<file path="config.mk">
export PLATFORM = sky130hd
export DESIGN_NAME = execute_stage
export DESIGN_NICKNAME = d
export VERILOG_FILES = /design/src/verilog/exec_pkg.sv /design/src/verilog/execute_stage.sv /design/src/verilog/result_slot.sv /design/src/verilog/multiply_unit.sv /design/src/verilog/alu_branch_unit.sv
export VERILOG_INCLUDE_DIRS = /design/src /design/src/verilog
export SDC_FILE = /design/constraint.sdc
export NUM_CORES = 2
export LEC_CHECK = 0
export ABC_CLOCK_PERIOD_IN_PS = 6200
export BUFFER_PORTS_ARGS = -buffer_cell sky130_fd_sc_hd__buf_2
export CAP_MARGIN = 20
export CORE_UTILIZATION = 65
export CTS_CLUSTER_SIZE = 40
export DETAILED_ROUTE_END_ITERATION = 10
export GPL_TIMING_DRIVEN = 0
export PLACE_DENSITY_LB_ADDON = 0.12
export SETUP_SLACK_MARGIN = 0.5
export SLEW_MARGIN = 20
export SYNTH_ARGS = -nofsm -noshare
export SYNTH_HDL_FRONTEND = slang
export SYNTH_SLANG_ARGS = --single-unit
</file>
<file path="constraint.sdc">
create_clock -name CLK -period 6.2 [get_ports CLK]
set_input_delay 0.62 -clock CLK [delete_from_list [all_inputs] [get_ports CLK]]
set_output_delay 0.62 -clock CLK [all_outputs]
set_load 0.03 [all_outputs]
</file>
<file path="src/verilog/exec_cfg.svh">
`ifndef EXEC_CFG_SVH
`define EXEC_CFG_SVH

// datapath width of the integer unit
`define EXEC_XLEN 32

// reorder-buffer tag width
`define EXEC_TAG_W 4

// architectural destination register index
`define EXEC_REG_W 5

// registered stages inside the multiplier
// result slot toward commit adds one more edge
`define EXEC_MUL_STAGES 2

`endif
</file>
<file path="src/verilog/exec_pkg.sv">
`include "exec_cfg.svh"

package exec_pkg;

  // functional unit selected by decode
  typedef enum logic [1:0] {
    UNIT_ARITH  = 2'd0,
    UNIT_BRANCH = 2'd1,
    UNIT_JUMP   = 2'd2,
    UNIT_MUL    = 2'd3
  } exec_unit_e;

  typedef enum logic [3:0] {
    ALU_ADD    = 4'd0,
    ALU_SUB    = 4'd1,
    ALU_AND    = 4'd2,
    ALU_OR     = 4'd3,
    ALU_XOR    = 4'd4,
    ALU_SLT    = 4'd5,
    ALU_SLTU   = 4'd6,
    ALU_SLL    = 4'd7,
    ALU_SRL    = 4'd8,
    ALU_SRA    = 4'd9,
    ALU_PASS_B = 4'd10
  } alu_op_e;

  // branch compare kinds, low 3 bits of the op code
  typedef enum logic [2:0] {
    BR_EQ  = 3'd0,
    BR_NE  = 3'd1,
    BR_LT  = 3'd2,
    BR_GE  = 3'd3,
    BR_LTU = 3'd4,
    BR_GEU = 3'd5
  } br_op_e;

  // multiply kinds, low 2 bits of the op code
  typedef enum logic [1:0] {
    MUL_MUL    = 2'd0,
    MUL_MULH   = 2'd1,
    MUL_MULHSU = 2'd2,
    MUL_MULHU  = 2'd3
  } mul_op_e;

  // jump unit op code for jalr, any other code resolves as jal
  localparam logic [3:0] OP_JALR = 4'd1;

  typedef struct packed {
    exec_unit_e             unit;
    logic [3:0]             opcode;
    logic [`EXEC_TAG_W-1:0] tag;
    logic [`EXEC_REG_W-1:0] rd;
    logic [`EXEC_XLEN-1:0]  port_a;
    logic [`EXEC_XLEN-1:0]  port_b;
    logic [`EXEC_XLEN-1:0]  pc;
    logic [`EXEC_XLEN-1:0]  imm;
    logic                   prediction;
  } issue_t;

  typedef struct packed {
    logic [`EXEC_TAG_W-1:0] tag;
    logic [`EXEC_REG_W-1:0] rd;
    logic                   wen;
    logic [`EXEC_XLEN-1:0]  wdata;
    logic                   redirect;
    logic [`EXEC_XLEN-1:0]  redirect_addr;
  } arith_result_t;

  typedef struct packed {
    logic [`EXEC_TAG_W-1:0] tag;
    logic [`EXEC_REG_W-1:0] rd;
    logic [`EXEC_XLEN-1:0]  wdata;
  } mul_result_t;

endpackage

</file>
<file path="src/verilog/execute_stage.sv">
`timescale 1ns/1ps

module execute_stage (
  input  logic                    CLK,
  input  logic                    nRST,
  input  logic                    flush,
  input  logic                    issue_valid,
  output logic                    issue_ready,
  input  exec_pkg::issue_t        issue,
  output logic                    arith_valid,
  input  logic                    arith_ready,
  output exec_pkg::arith_result_t arith_out,
  output logic                    mul_valid,
  input  logic                    mul_ready,
  output exec_pkg::mul_result_t   mul_out
);

  logic                    is_mul;
  logic                    arith_in_valid;
  logic                    arith_in_ready;
  exec_pkg::arith_result_t arith_result;
  logic                    mul_in_valid;
  logic                    mul_advance;
  logic                    mul_stage_valid;
  exec_pkg::mul_result_t   mul_stage_result;

  // steer by unit, arith/branch/jump share one channel
  assign is_mul         = (issue.unit == exec_pkg::UNIT_MUL);
  assign arith_in_valid = issue_valid && !is_mul;
  assign mul_in_valid   = issue_valid && is_mul;
  assign issue_ready    = is_mul ? mul_advance : arith_in_ready;

  alu_branch_unit u_alu (
    .op     (issue),
    .result (arith_result)
  );

  result_slot #(.payload_t(exec_pkg::arith_result_t)) u_arith_slot (
    .CLK       (CLK),
    .nRST      (nRST),
    .flush     (flush),
    .in_valid  (arith_in_valid),
    .in_ready  (arith_in_ready),
    .in_data   (arith_result),
    .out_valid (arith_valid),
    .out_ready (arith_ready),
    .out_data  (arith_out)
  );

  // whole multiply pipe stalls while its slot cannot accept
  multiply_unit u_mul (
    .CLK       (CLK),
    .nRST      (nRST),
    .flush     (flush),
    .in_valid  (mul_in_valid),
    .op        (issue),
    .advance   (mul_advance),
    .out_valid (mul_stage_valid),
    .result    (mul_stage_result)
  );

  result_slot #(.payload_t(exec_pkg::mul_result_t)) u_mul_slot (
    .CLK       (CLK),
    .nRST      (nRST),
    .flush     (flush),
    .in_valid  (mul_stage_valid),
    .in_ready  (mul_advance),
    .in_data   (mul_stage_result),
    .out_valid (mul_valid),
    .out_ready (mul_ready),
    .out_data  (mul_out)
  );

endmodule

</file>
<file path="src/verilog/result_slot.sv">
`timescale 1ns/1ps

module result_slot #(
  parameter type payload_t = logic
) (
  input  logic     CLK,
  input  logic     nRST,
  input  logic     flush,
  input  logic     in_valid,
  output logic     in_ready,
  input  payload_t in_data,
  output logic     out_valid,
  input  logic     out_ready,
  output payload_t out_data
);

  logic     full;
  payload_t data_q;

  // accepts when empty or drained in the same cycle
  assign in_ready = !full || out_ready;

  always_ff @(posedge CLK or negedge nRST) begin
    if (!nRST) begin
      full <= 1'b0;
    end else if (flush) begin
      full <= 1'b0;
    end else if (in_ready) begin
      full <= in_valid;
    end
  end

  always_ff @(posedge CLK) begin
    if (in_valid && in_ready) begin
      data_q <= in_data;
    end
  end

  assign out_valid = full;
  assign out_data  = data_q;

endmodule

</file>
<file path="src/verilog/multiply_unit.sv">
`timescale 1ns/1ps
`include "exec_cfg.svh"

module multiply_unit (
  input  logic                  CLK,
  input  logic                  nRST,
  input  logic                  flush,
  input  logic                  in_valid,
  input  exec_pkg::issue_t      op,
  input  logic                  advance,
  output logic                  out_valid,
  output exec_pkg::mul_result_t result
);

  localparam int XLEN = `EXEC_XLEN;
  localparam int NSTG = `EXEC_MUL_STAGES;

  // product stages ahead of the word select
  typedef struct packed {
    logic [`EXEC_TAG_W-1:0] tag;
    logic [`EXEC_REG_W-1:0] rd;
    logic                   high;
    logic [2*XLEN-1:0]      prod;
  } mul_stage_t;

  exec_pkg::mul_op_e     kind;
  logic                  a_signed;
  logic                  b_signed;
  logic signed [XLEN:0]  a_ext;
  logic signed [XLEN:0]  b_ext;
  logic signed [2*XLEN+1:0] full_prod;
  logic [NSTG-2:0]       stg_valid;
  mul_stage_t            stg [NSTG-1];
  logic                  out_valid_q;
  exec_pkg::mul_result_t out_q;

  assign kind = exec_pkg::mul_op_e'(op.opcode[1:0]);

  // rs1 is unsigned only for mulhu, rs2 signed for mul and mulh
  assign a_signed = (kind != exec_pkg::MUL_MULHU);
  assign b_signed = (kind == exec_pkg::MUL_MUL) || (kind == exec_pkg::MUL_MULH);

  assign a_ext     = {a_signed & op.port_a[XLEN-1], op.port_a};
  assign b_ext     = {b_signed & op.port_b[XLEN-1], op.port_b};
  assign full_prod = a_ext * b_ext;

  always_ff @(posedge CLK or negedge nRST) begin
    if (!nRST) begin
      stg_valid   <= '0;
      out_valid_q <= 1'b0;
    end else if (flush) begin
      stg_valid   <= '0;
      out_valid_q <= 1'b0;
    end else if (advance) begin
      stg_valid[0] <= in_valid;
      for (int i = 1; i < NSTG - 1; i++) begin
        stg_valid[i] <= stg_valid[i-1];
      end
      out_valid_q <= stg_valid[NSTG-2];
    end
  end

  // tag and rd ride along with the product
  always_ff @(posedge CLK) begin
    if (advance) begin
      stg[0].tag  <= op.tag;
      stg[0].rd   <= op.rd;
      stg[0].high <= (kind != exec_pkg::MUL_MUL);
      stg[0].prod <= full_prod[2*XLEN-1:0];
      for (int i = 1; i < NSTG - 1; i++) begin
        stg[i] <= stg[i-1];
      end
      out_q.tag   <= stg[NSTG-2].tag;
      out_q.rd    <= stg[NSTG-2].rd;
      out_q.wdata <= stg[NSTG-2].high ? stg[NSTG-2].prod[2*XLEN-1:XLEN]
                                      : stg[NSTG-2].prod[XLEN-1:0];
    end
  end

  assign out_valid = out_valid_q;
  assign result    = out_q;

endmodule

</file>
<file path="src/verilog/alu_branch_unit.sv">
`timescale 1ns/1ps
`include "exec_cfg.svh"

module alu_branch_unit (
  input  exec_pkg::issue_t        op,
  output exec_pkg::arith_result_t result
);

  localparam int XLEN    = `EXEC_XLEN;
  localparam int SHAMT_W = $clog2(`EXEC_XLEN);

  logic [XLEN-1:0]    a;
  logic [XLEN-1:0]    b;
  logic [SHAMT_W-1:0] shamt;
  logic [XLEN-1:0]    alu_out;
  logic               lt_s;
  logic               lt_u;
  logic               eq;
  logic [XLEN-1:0]    pc4;
  logic [XLEN-1:0]    br_target;
  logic [XLEN-1:0]    jalr_sum;
  logic [XLEN-1:0]    jump_target;
  logic               is_branch;
  logic               is_jump;
  logic               is_jalr;
  logic               taken;
  logic               mispredict;

  assign a     = op.port_a;
  assign b     = op.port_b;
  assign shamt = b[SHAMT_W-1:0];

  // shared comparator for slt and the branches
  assign lt_s = $signed(a) < $signed(b);
  assign lt_u = a < b;
  assign eq   = (a == b);

  always_comb begin
    case (exec_pkg::alu_op_e'(op.opcode))
      exec_pkg::ALU_ADD:    alu_out = a + b;
      exec_pkg::ALU_SUB:    alu_out = a - b;
      exec_pkg::ALU_AND:    alu_out = a & b;
      exec_pkg::ALU_OR:     alu_out = a | b;
      exec_pkg::ALU_XOR:    alu_out = a ^ b;
      exec_pkg::ALU_SLT:    alu_out = {{(XLEN-1){1'b0}}, lt_s};
      exec_pkg::ALU_SLTU:   alu_out = {{(XLEN-1){1'b0}}, lt_u};
      exec_pkg::ALU_SLL:    alu_out = a << shamt;
      exec_pkg::ALU_SRL:    alu_out = a >> shamt;
      exec_pkg::ALU_SRA:    alu_out = $unsigned($signed(a) >>> shamt);
      exec_pkg::ALU_PASS_B: alu_out = b;
      default:              alu_out = '0;
    endcase
  end

  assign is_branch = (op.unit == exec_pkg::UNIT_BRANCH);
  assign is_jump   = (op.unit == exec_pkg::UNIT_JUMP);
  assign is_jalr   = is_jump && (op.opcode == exec_pkg::OP_JALR);

  // branch outcome
  always_comb begin
    case (exec_pkg::br_op_e'(op.opcode[2:0]))
      exec_pkg::BR_EQ:  taken = eq;
      exec_pkg::BR_NE:  taken = !eq;
      exec_pkg::BR_LT:  taken = lt_s;
      exec_pkg::BR_GE:  taken = !lt_s;
      exec_pkg::BR_LTU: taken = lt_u;
      exec_pkg::BR_GEU: taken = !lt_u;
      default:          taken = 1'b0;
    endcase
  end

  assign pc4       = op.pc + XLEN'(4);
  assign br_target = op.pc + op.imm;
  assign jalr_sum  = a + op.imm;

  // jal is pc relative, jalr drops bit 0 of rs1+imm
  assign jump_target = is_jalr ? {jalr_sum[XLEN-1:1], 1'b0} : br_target;

  assign mispredict = is_branch && (taken != op.prediction);

  always_comb begin
    result.tag      = op.tag;
    result.rd       = op.rd;
    result.wen      = is_jump || (op.unit == exec_pkg::UNIT_ARITH);
    // link register value for jumps
    result.wdata    = is_jump ? pc4 : alu_out;
    result.redirect = is_jump || mispredict;
    if (is_jump) begin
      result.redirect_addr = jump_target;
    end else if (taken) begin
      result.redirect_addr = br_target;
    end else begin
      result.redirect_addr = pc4;
    end
  end

endmodule

</file>
==> reports/results.txt, run 1 <==
For this run, the number of Yosys warnings is 0. The I/O pin total was 269; the share of Yosys cell area claimed by the top area cell type was 0.397. The logs give 67000 for the via count of the first global-routing pass and 0.123 for the sequential area share after synthesis. The clock tree root driver cell was sky130_fd_sc_hd__clkbuf_16.

Number of H-tree levels: 1. Clock tree synthesis inserted a total of 25 buffers. Summed over all nets, the half-perimeter wirelength after detailed placement is 206 mm. Die width: 298 µm. The logs give 0.657 for the initial cell density of the core and 85 for the pin count of the biggest net entering global routing. The proportion of synthesized flip-flops having asynchronous set or reset came out at 0.0170. Routability-driven placement finished with a final weighted congestion of 1.20. The synthesized instance count was 6322. By area the synthesized netlist is led by sky130_fd_sc_hd__fa_1, sky130_fd_sc_hd__edfxtp_1, sky130_fd_sc_hd__ha_1.

The first error in the log reads "[ERROR GRT-0116] Global routing finished with congestion. Check the congestion regions in the DRC Viewer". The count of standard-cell rows is 108. In this run, synthesis produced a sequential element count of 235. Summing every instance area after synthesis gives 57000 µm². The worst setup slack before clock tree synthesis was -3.99 ns; the number of enable flip-flop cells after synthesis was 231.

The run stopped with a tool error. For the distinct cell type count after synthesis, the log shows 91. Total placed cells including tap cells: 7750. The logs give 3 for the maximum root-to-sink buffer count and 2709 for the remaining global-route overflow. Measured along the y axis, the die boundary spans 298 µm. The commonest register cell after synthesis is sky130_fd_sc_hd__edfxtp_1. The flow stopped in global routing. After synthesis, the mean cell area works out to 9.01 µm². Cell taking the most area after synthesis: sky130_fd_sc_hd__fa_1. The global-route usage over all layers is 0.819, and the net count after synthesis is 7972. The number of buffers inserted by port buffering is 268. The first global-routing pass estimated 513 mm of wire. The tools report the number of clock sinks as 235.
[cell usage after synthesis, types with 20 or more instances]
master                     count
sky130_fd_sc_hd__a211oi_1     42
sky130_fd_sc_hd__mux4_2       27
sky130_fd_sc_hd__xor2_1       52
sky130_fd_sc_hd__nand2_1     908
sky130_fd_sc_hd__a21o_1       66
sky130_fd_sc_hd__a221oi_1     29
sky130_fd_sc_hd__fa_1       1129
sky130_fd_sc_hd__nor2_1      567
sky130_fd_sc_hd__xnor2_1     113
sky130_fd_sc_hd__clkinv_1     22
sky130_fd_sc_hd__o22ai_1      26
sky130_fd_sc_hd__clkbuf_1    230
sky130_fd_sc_hd__mux2_2       44
sky130_fd_sc_hd__nand2b_1     22
sky130_fd_sc_hd__buf_1        87
sky130_fd_sc_hd__inv_1      1196
sky130_fd_sc_hd__nand3_1      61
sky130_fd_sc_hd__nor2b_1      22
sky130_fd_sc_hd__o211ai_1     29
sky130_fd_sc_hd__a21oi_1     243
sky130_fd_sc_hd__nand4_1      27
sky130_fd_sc_hd__o21ai_0     174
sky130_fd_sc_hd__nor3_1       70
sky130_fd_sc_hd__edfxtp_1    231
sky130_fd_sc_hd__and3_1       32
sky130_fd_sc_hd__o21bai_1     21
sky130_fd_sc_hd__o221ai_1     28
sky130_fd_sc_hd__a22oi_1      24
sky130_fd_sc_hd__a221o_1      20
sky130_fd_sc_hd__ha_1        371
sky130_fd_sc_hd__buf_2        22
sky130_fd_sc_hd__mux2i_1      78
sky130_fd_sc_hd__a31oi_1      26
[kinds of logic after synthesis]
kind of cell             after synthesis  share of synthesized area
buffers and inverters               1573                      0.105
flip-flops                           235                      0.123
AO/OA/AOI/OAI                        905                      0.105
multiplexers                         149                     0.0331
AND/OR/NAND/NOR                     1794                      0.130
adder cells (fa/ha/maj)             1500                      0.478
XOR/XNOR                             166                     0.0256
[per-stage QoR]
step	instance area [µm²]	hold slack, ns	setup TNS (ns)	utilization
3_5_place_dp	60500	0.405	-169.28	0.697
3_3_place_gp	60300	0.400	-164.98	0.696
2_1_floorplan	57600	0.324	-54.63	-
4_1_cts	65100	0.164	-61.33	0.751
[per-layer routing]
layer	GRT overflow	track usage
met1	576	0.842
met2	1117	0.947
met3	382	0.692
met4	563	0.761
met5	71	0.525
[repair_timing]
action,in CTS
buffers inserted,139
pin swaps,173
resized for setup,753
hold buffers,1
endpoints found under the hold margin,4
setup endpoints to repair,88
==> inputs of run 2 (changes only) <==
--- a/config.mk
+++ b/config.mk
@@ -9,12 +9,10 @@
 export ABC_CLOCK_PERIOD_IN_PS = 6200
 export BUFFER_PORTS_ARGS = -buffer_cell sky130_fd_sc_hd__buf_2
 export CAP_MARGIN = 20
-export CORE_UTILIZATION = 65
-export CTS_CLUSTER_SIZE = 40
+export CORE_UTILIZATION = 40
 export DETAILED_ROUTE_END_ITERATION = 10
 export GPL_TIMING_DRIVEN = 0
-export PLACE_DENSITY_LB_ADDON = 0.12
-export SETUP_SLACK_MARGIN = 0.5
+export PLACE_DENSITY_LB_ADDON = 0.15
 export SLEW_MARGIN = 20
 export SYNTH_ARGS = -nofsm -noshare
 export SYNTH_HDL_FRONTEND = slang
==> reports/results.txt, run 2 <==
The flow ran to the end, but the final reports show violations. The final reports fail on setup timing. The maximum clock skew at final layout is 0.0493 ns.

Together, buffers and inverters on the worst path number 5. The most common cell in the synthesized netlist is sky130_fd_sc_hd__inv_1. The hold path depth is 1, and the sequential area share after synthesis is 0.123 (unchanged). The number of cells on the worst reg-to-reg path is 4. Initial cell density of the core: 0.403 (-0.254).

The count of standard-cell rows was 138 (+28%). Timing would allow up to 122 MHz. Clock tree root driver cell: sky130_fd_sc_hd__clkbuf_16. The final max-slew violation count was 0; the wire length of the first global-routing pass was 394 mm. For the via count of the first global-routing pass, the log shows 51200. The finished cells cover 68200 µm². The total of warnings raised by yosys is 0 (unchanged). The distinct cell type count after synthesis is 91 (unchanged).

For this block, the routed nets add up to 284 mm of wire. The synthesized design spends more area on one cell type than any other, namely sky130_fd_sc_hd__fa_1. The synthesis-to-layout area growth works out to 19.6%. Counting buffers and inverters, the worst setup path is 24 cells deep. The die height works out to 379 µm (+27%). The largest individual stage delay along the critical path comes from the cell sky130_fd_sc_hd__fa_2. Dividing the detail-routed wire length by the instance count gives 32.4 µm. The number of buffers inserted during clock tree synthesis was 29 (+16%). The worst setup path is of the in -> reg kind. The number of buffers inserted by port buffering works out to 268 (unchanged). STA classifies the critical path endpoint as a flip-flop. The post-route minimum period works out to 8.22 ns. Broken down by cell family, the worst path's largest delay share belongs to adder cells. The stage delay of the slowest cell on the critical path was 0.68 ns. The number of antenna violations at the first check in global routing was 25; the clock transition time at the flip-flop clock pins of the worst setup and hold paths was 0.06 ns.

The path class of the tightest hold or removal check is in -> reg. TritonCTS built the clock tree. The fill cell total of the finished layout is 13700. For this block, the via count after detailed routing is 50900.

The share of Yosys cell area claimed by the top area cell type is 0.397 (unchanged), and the count of non-filler cells in the finished layout is 8747. In the layout the commonest cells are sky130_fd_sc_hd__inv_1, sky130_fd_sc_hd__fa_1, sky130_fd_sc_hd__nand2_1. Once detail routing completed, the nets flagged for antenna violations numbered 0. The library cell used most frequently in the layout, excluding fill and tap cells, is sky130_fd_sc_hd__inv_1.

The maximum root-to-sink buffer count is 3 (unchanged). Synthesis-stage register bit count: 235 (unchanged). Iteration-0 DRC count of the detailed router: 5482. Setup violations remaining at the end of the flow were counted as 45.

The register with the most flip-flops in the layout has 75 of them. Setup repair after global routing could not meet its margin everywhere. The tools report the number of clock sinks as 235 (unchanged). The final routed DRC violation total is 0, and the share of the clock period used by the worst path is 1.33. The tools report the half-perimeter wire length after detailed placement as 236 mm (+15%). Number of enable flip-flop cells after synthesis: 231 (unchanged). Reg2reg setup slack: 4.20 ns.

In the synthesized netlist the dominant register cell turns out to be sky130_fd_sc_hd__edfxtp_1. Routability-driven placement congestion ratio: 1.05 (-12%). The via-per-instance ratio was 5.82. The remaining global-route overflow was 0. Among the stages of the critical path, the cell type that occurs most often is sky130_fd_sc_hd__fa_1. The tools report the I/O pin total as 269 (unchanged).

The worst setup slack before clock tree synthesis is -4.65 ns (-0.657 ns), and the final worst setup slack is -2.02 ns. The run gives 6322 (unchanged) as the synthesized instance count. Clock latency on the worst-skew pair, taken at its later pin, is 0.66 ns. The highest fanout seen on the critical path came out at 6.

The proportion of synthesized flip-flops having asynchronous set or reset came out at 0.0170 (unchanged). The die area was 144000 µm². By area the synthesized netlist is led by sky130_fd_sc_hd__fa_1, sky130_fd_sc_hd__edfxtp_1, sky130_fd_sc_hd__ha_1. For the floorplan core area, the log shows 141000 µm².

The post-synthesis instance area came out at 57000 µm² (unchanged). Die width: 379 µm (+27%). The total placed cells including tap cells was 8488 (+9.5%); the mean cell area of the mapped netlist was 9.01 µm² (unchanged). The run gives 1 (unchanged) as the number of H-tree levels. Entering global routing, the biggest net connects 80 pins. The tools report the post-placement cell area as 61400 µm² (+1.6%). Iteration count of the initial detailed-routing pass: 6. The final hold violation count came out at 0.

The tools report the net count after synthesis as 7972 (unchanged). The global-route usage over all layers was 0.396. Share of post-route cells with drive strength above 1: 0.185.

Walking the worst path, the cells encountered are buf_2, inv_1, nor3_4, buf_4, fa_1, fa_1, inv_1, fa_2, fa_1, fa_1, fa_1, fa_1, fa_2, inv_2, ha_4, a211oi_2, nor2_1, or4_1, a221o_1, and3b_1, a211o_1, nand3b_1, a211o_1, xnor2_1. Max-cap violations in this run came to 0. At the pin with the least slew margin, the transition time is 1.25 ns. The data required time of the worst path was 6.54 ns; the final net count was 8475.

The worst hold slack is 0.151 ns, and the relative slew slack is 0.154. The commonest cells after synthesis are sky130_fd_sc_hd__inv_1, sky130_fd_sc_hd__fa_1, sky130_fd_sc_hd__nand2_1, sky130_fd_sc_hd__nor2_1, sky130_fd_sc_hd__ha_1. STA puts the critical path data arrival time at 8.56 ns.

Type of element launching the critical path: an input pin.
-- run 2: cell counts after synthesis --
No cell type changed its count.
-- run 2: per-layer routing --
metal	vias to the layer above	wire length [µm]	GRT usage
li1	21100	-	-
met1	26500	114000	0.532
met2	2722	120000	0.573
met3	615	28900	0.101
met4	12	21000	0.236
met5	-	135	0
-- run 2: per-stage QoR --
step                setup TNS [ns]  utilization
floorplan                   -54.63            -
global placement           -232.71        0.433
detailed placement         -200.68        0.434
CTS                         -49.85        0.476
global route                -62.14        0.482
finish                      -56.07        0.482
-- run 2: layout make-up --
class                      count  area [µm²]  share of cell area
multi-input combinational   4514       46200               0.678
sequential                   235        7040               0.103
inverter                    1228        4830              0.0709
timing repair buffer         497        3710              0.0545
buffer                       318        3040              0.0446
tap                         1890        2360              0.0347
clock buffer                  30         729              0.0107
clock inverter                23         203             0.00297
antenna                       10        25.0            0.000367
timing repair inverter         2        17.5            0.000257
-- run 2: repair_timing --
action / in CTS / in global routing
hold buffers: 1 / 0
setup endpoints to repair: 54 / 50
gates cloned: 3 / 1
resized for setup: 1012 / 170
pin swaps: 163 / 134
endpoints found under the hold margin: 4 / 0
buffers inserted: 172 / 52
-- run 2: final timing paths --
kind | start | to
max reg2reg | u_mul_slot.out_valid | u_mul_slot.out_data[24]
max in group asynchronous | nRST | u_mul.out_valid
min reg2reg | u_mul.result[38] | u_mul_slot.out_data[38]
max | issue[80] | u_mul.stg[0][63]
min | issue[133] | u_mul.stg[0][69]
min in group asynchronous | nRST | u_arith_slot.out_valid
-- run 2: kinds of logic (layout without fill, tap and decap cells) --
family                   Yosys count  in the layout  synth area share
multiplexers                     149            149            0.0331
buffers and inverters           1573           2098             0.105
XOR/XNOR                         166            166            0.0256
AO/OA/AOI/OAI                    905            905             0.105
flip-flops                       235            235             0.123
other                              0             10                 0
AND/OR/NAND/NOR                 1794           1794             0.130
adder cells (fa/ha/maj)         1500           1500             0.478
Power of run 2 is not shown: default switching activity piles up to over one toggle a cycle in this logic, so the estimate is an artifact.
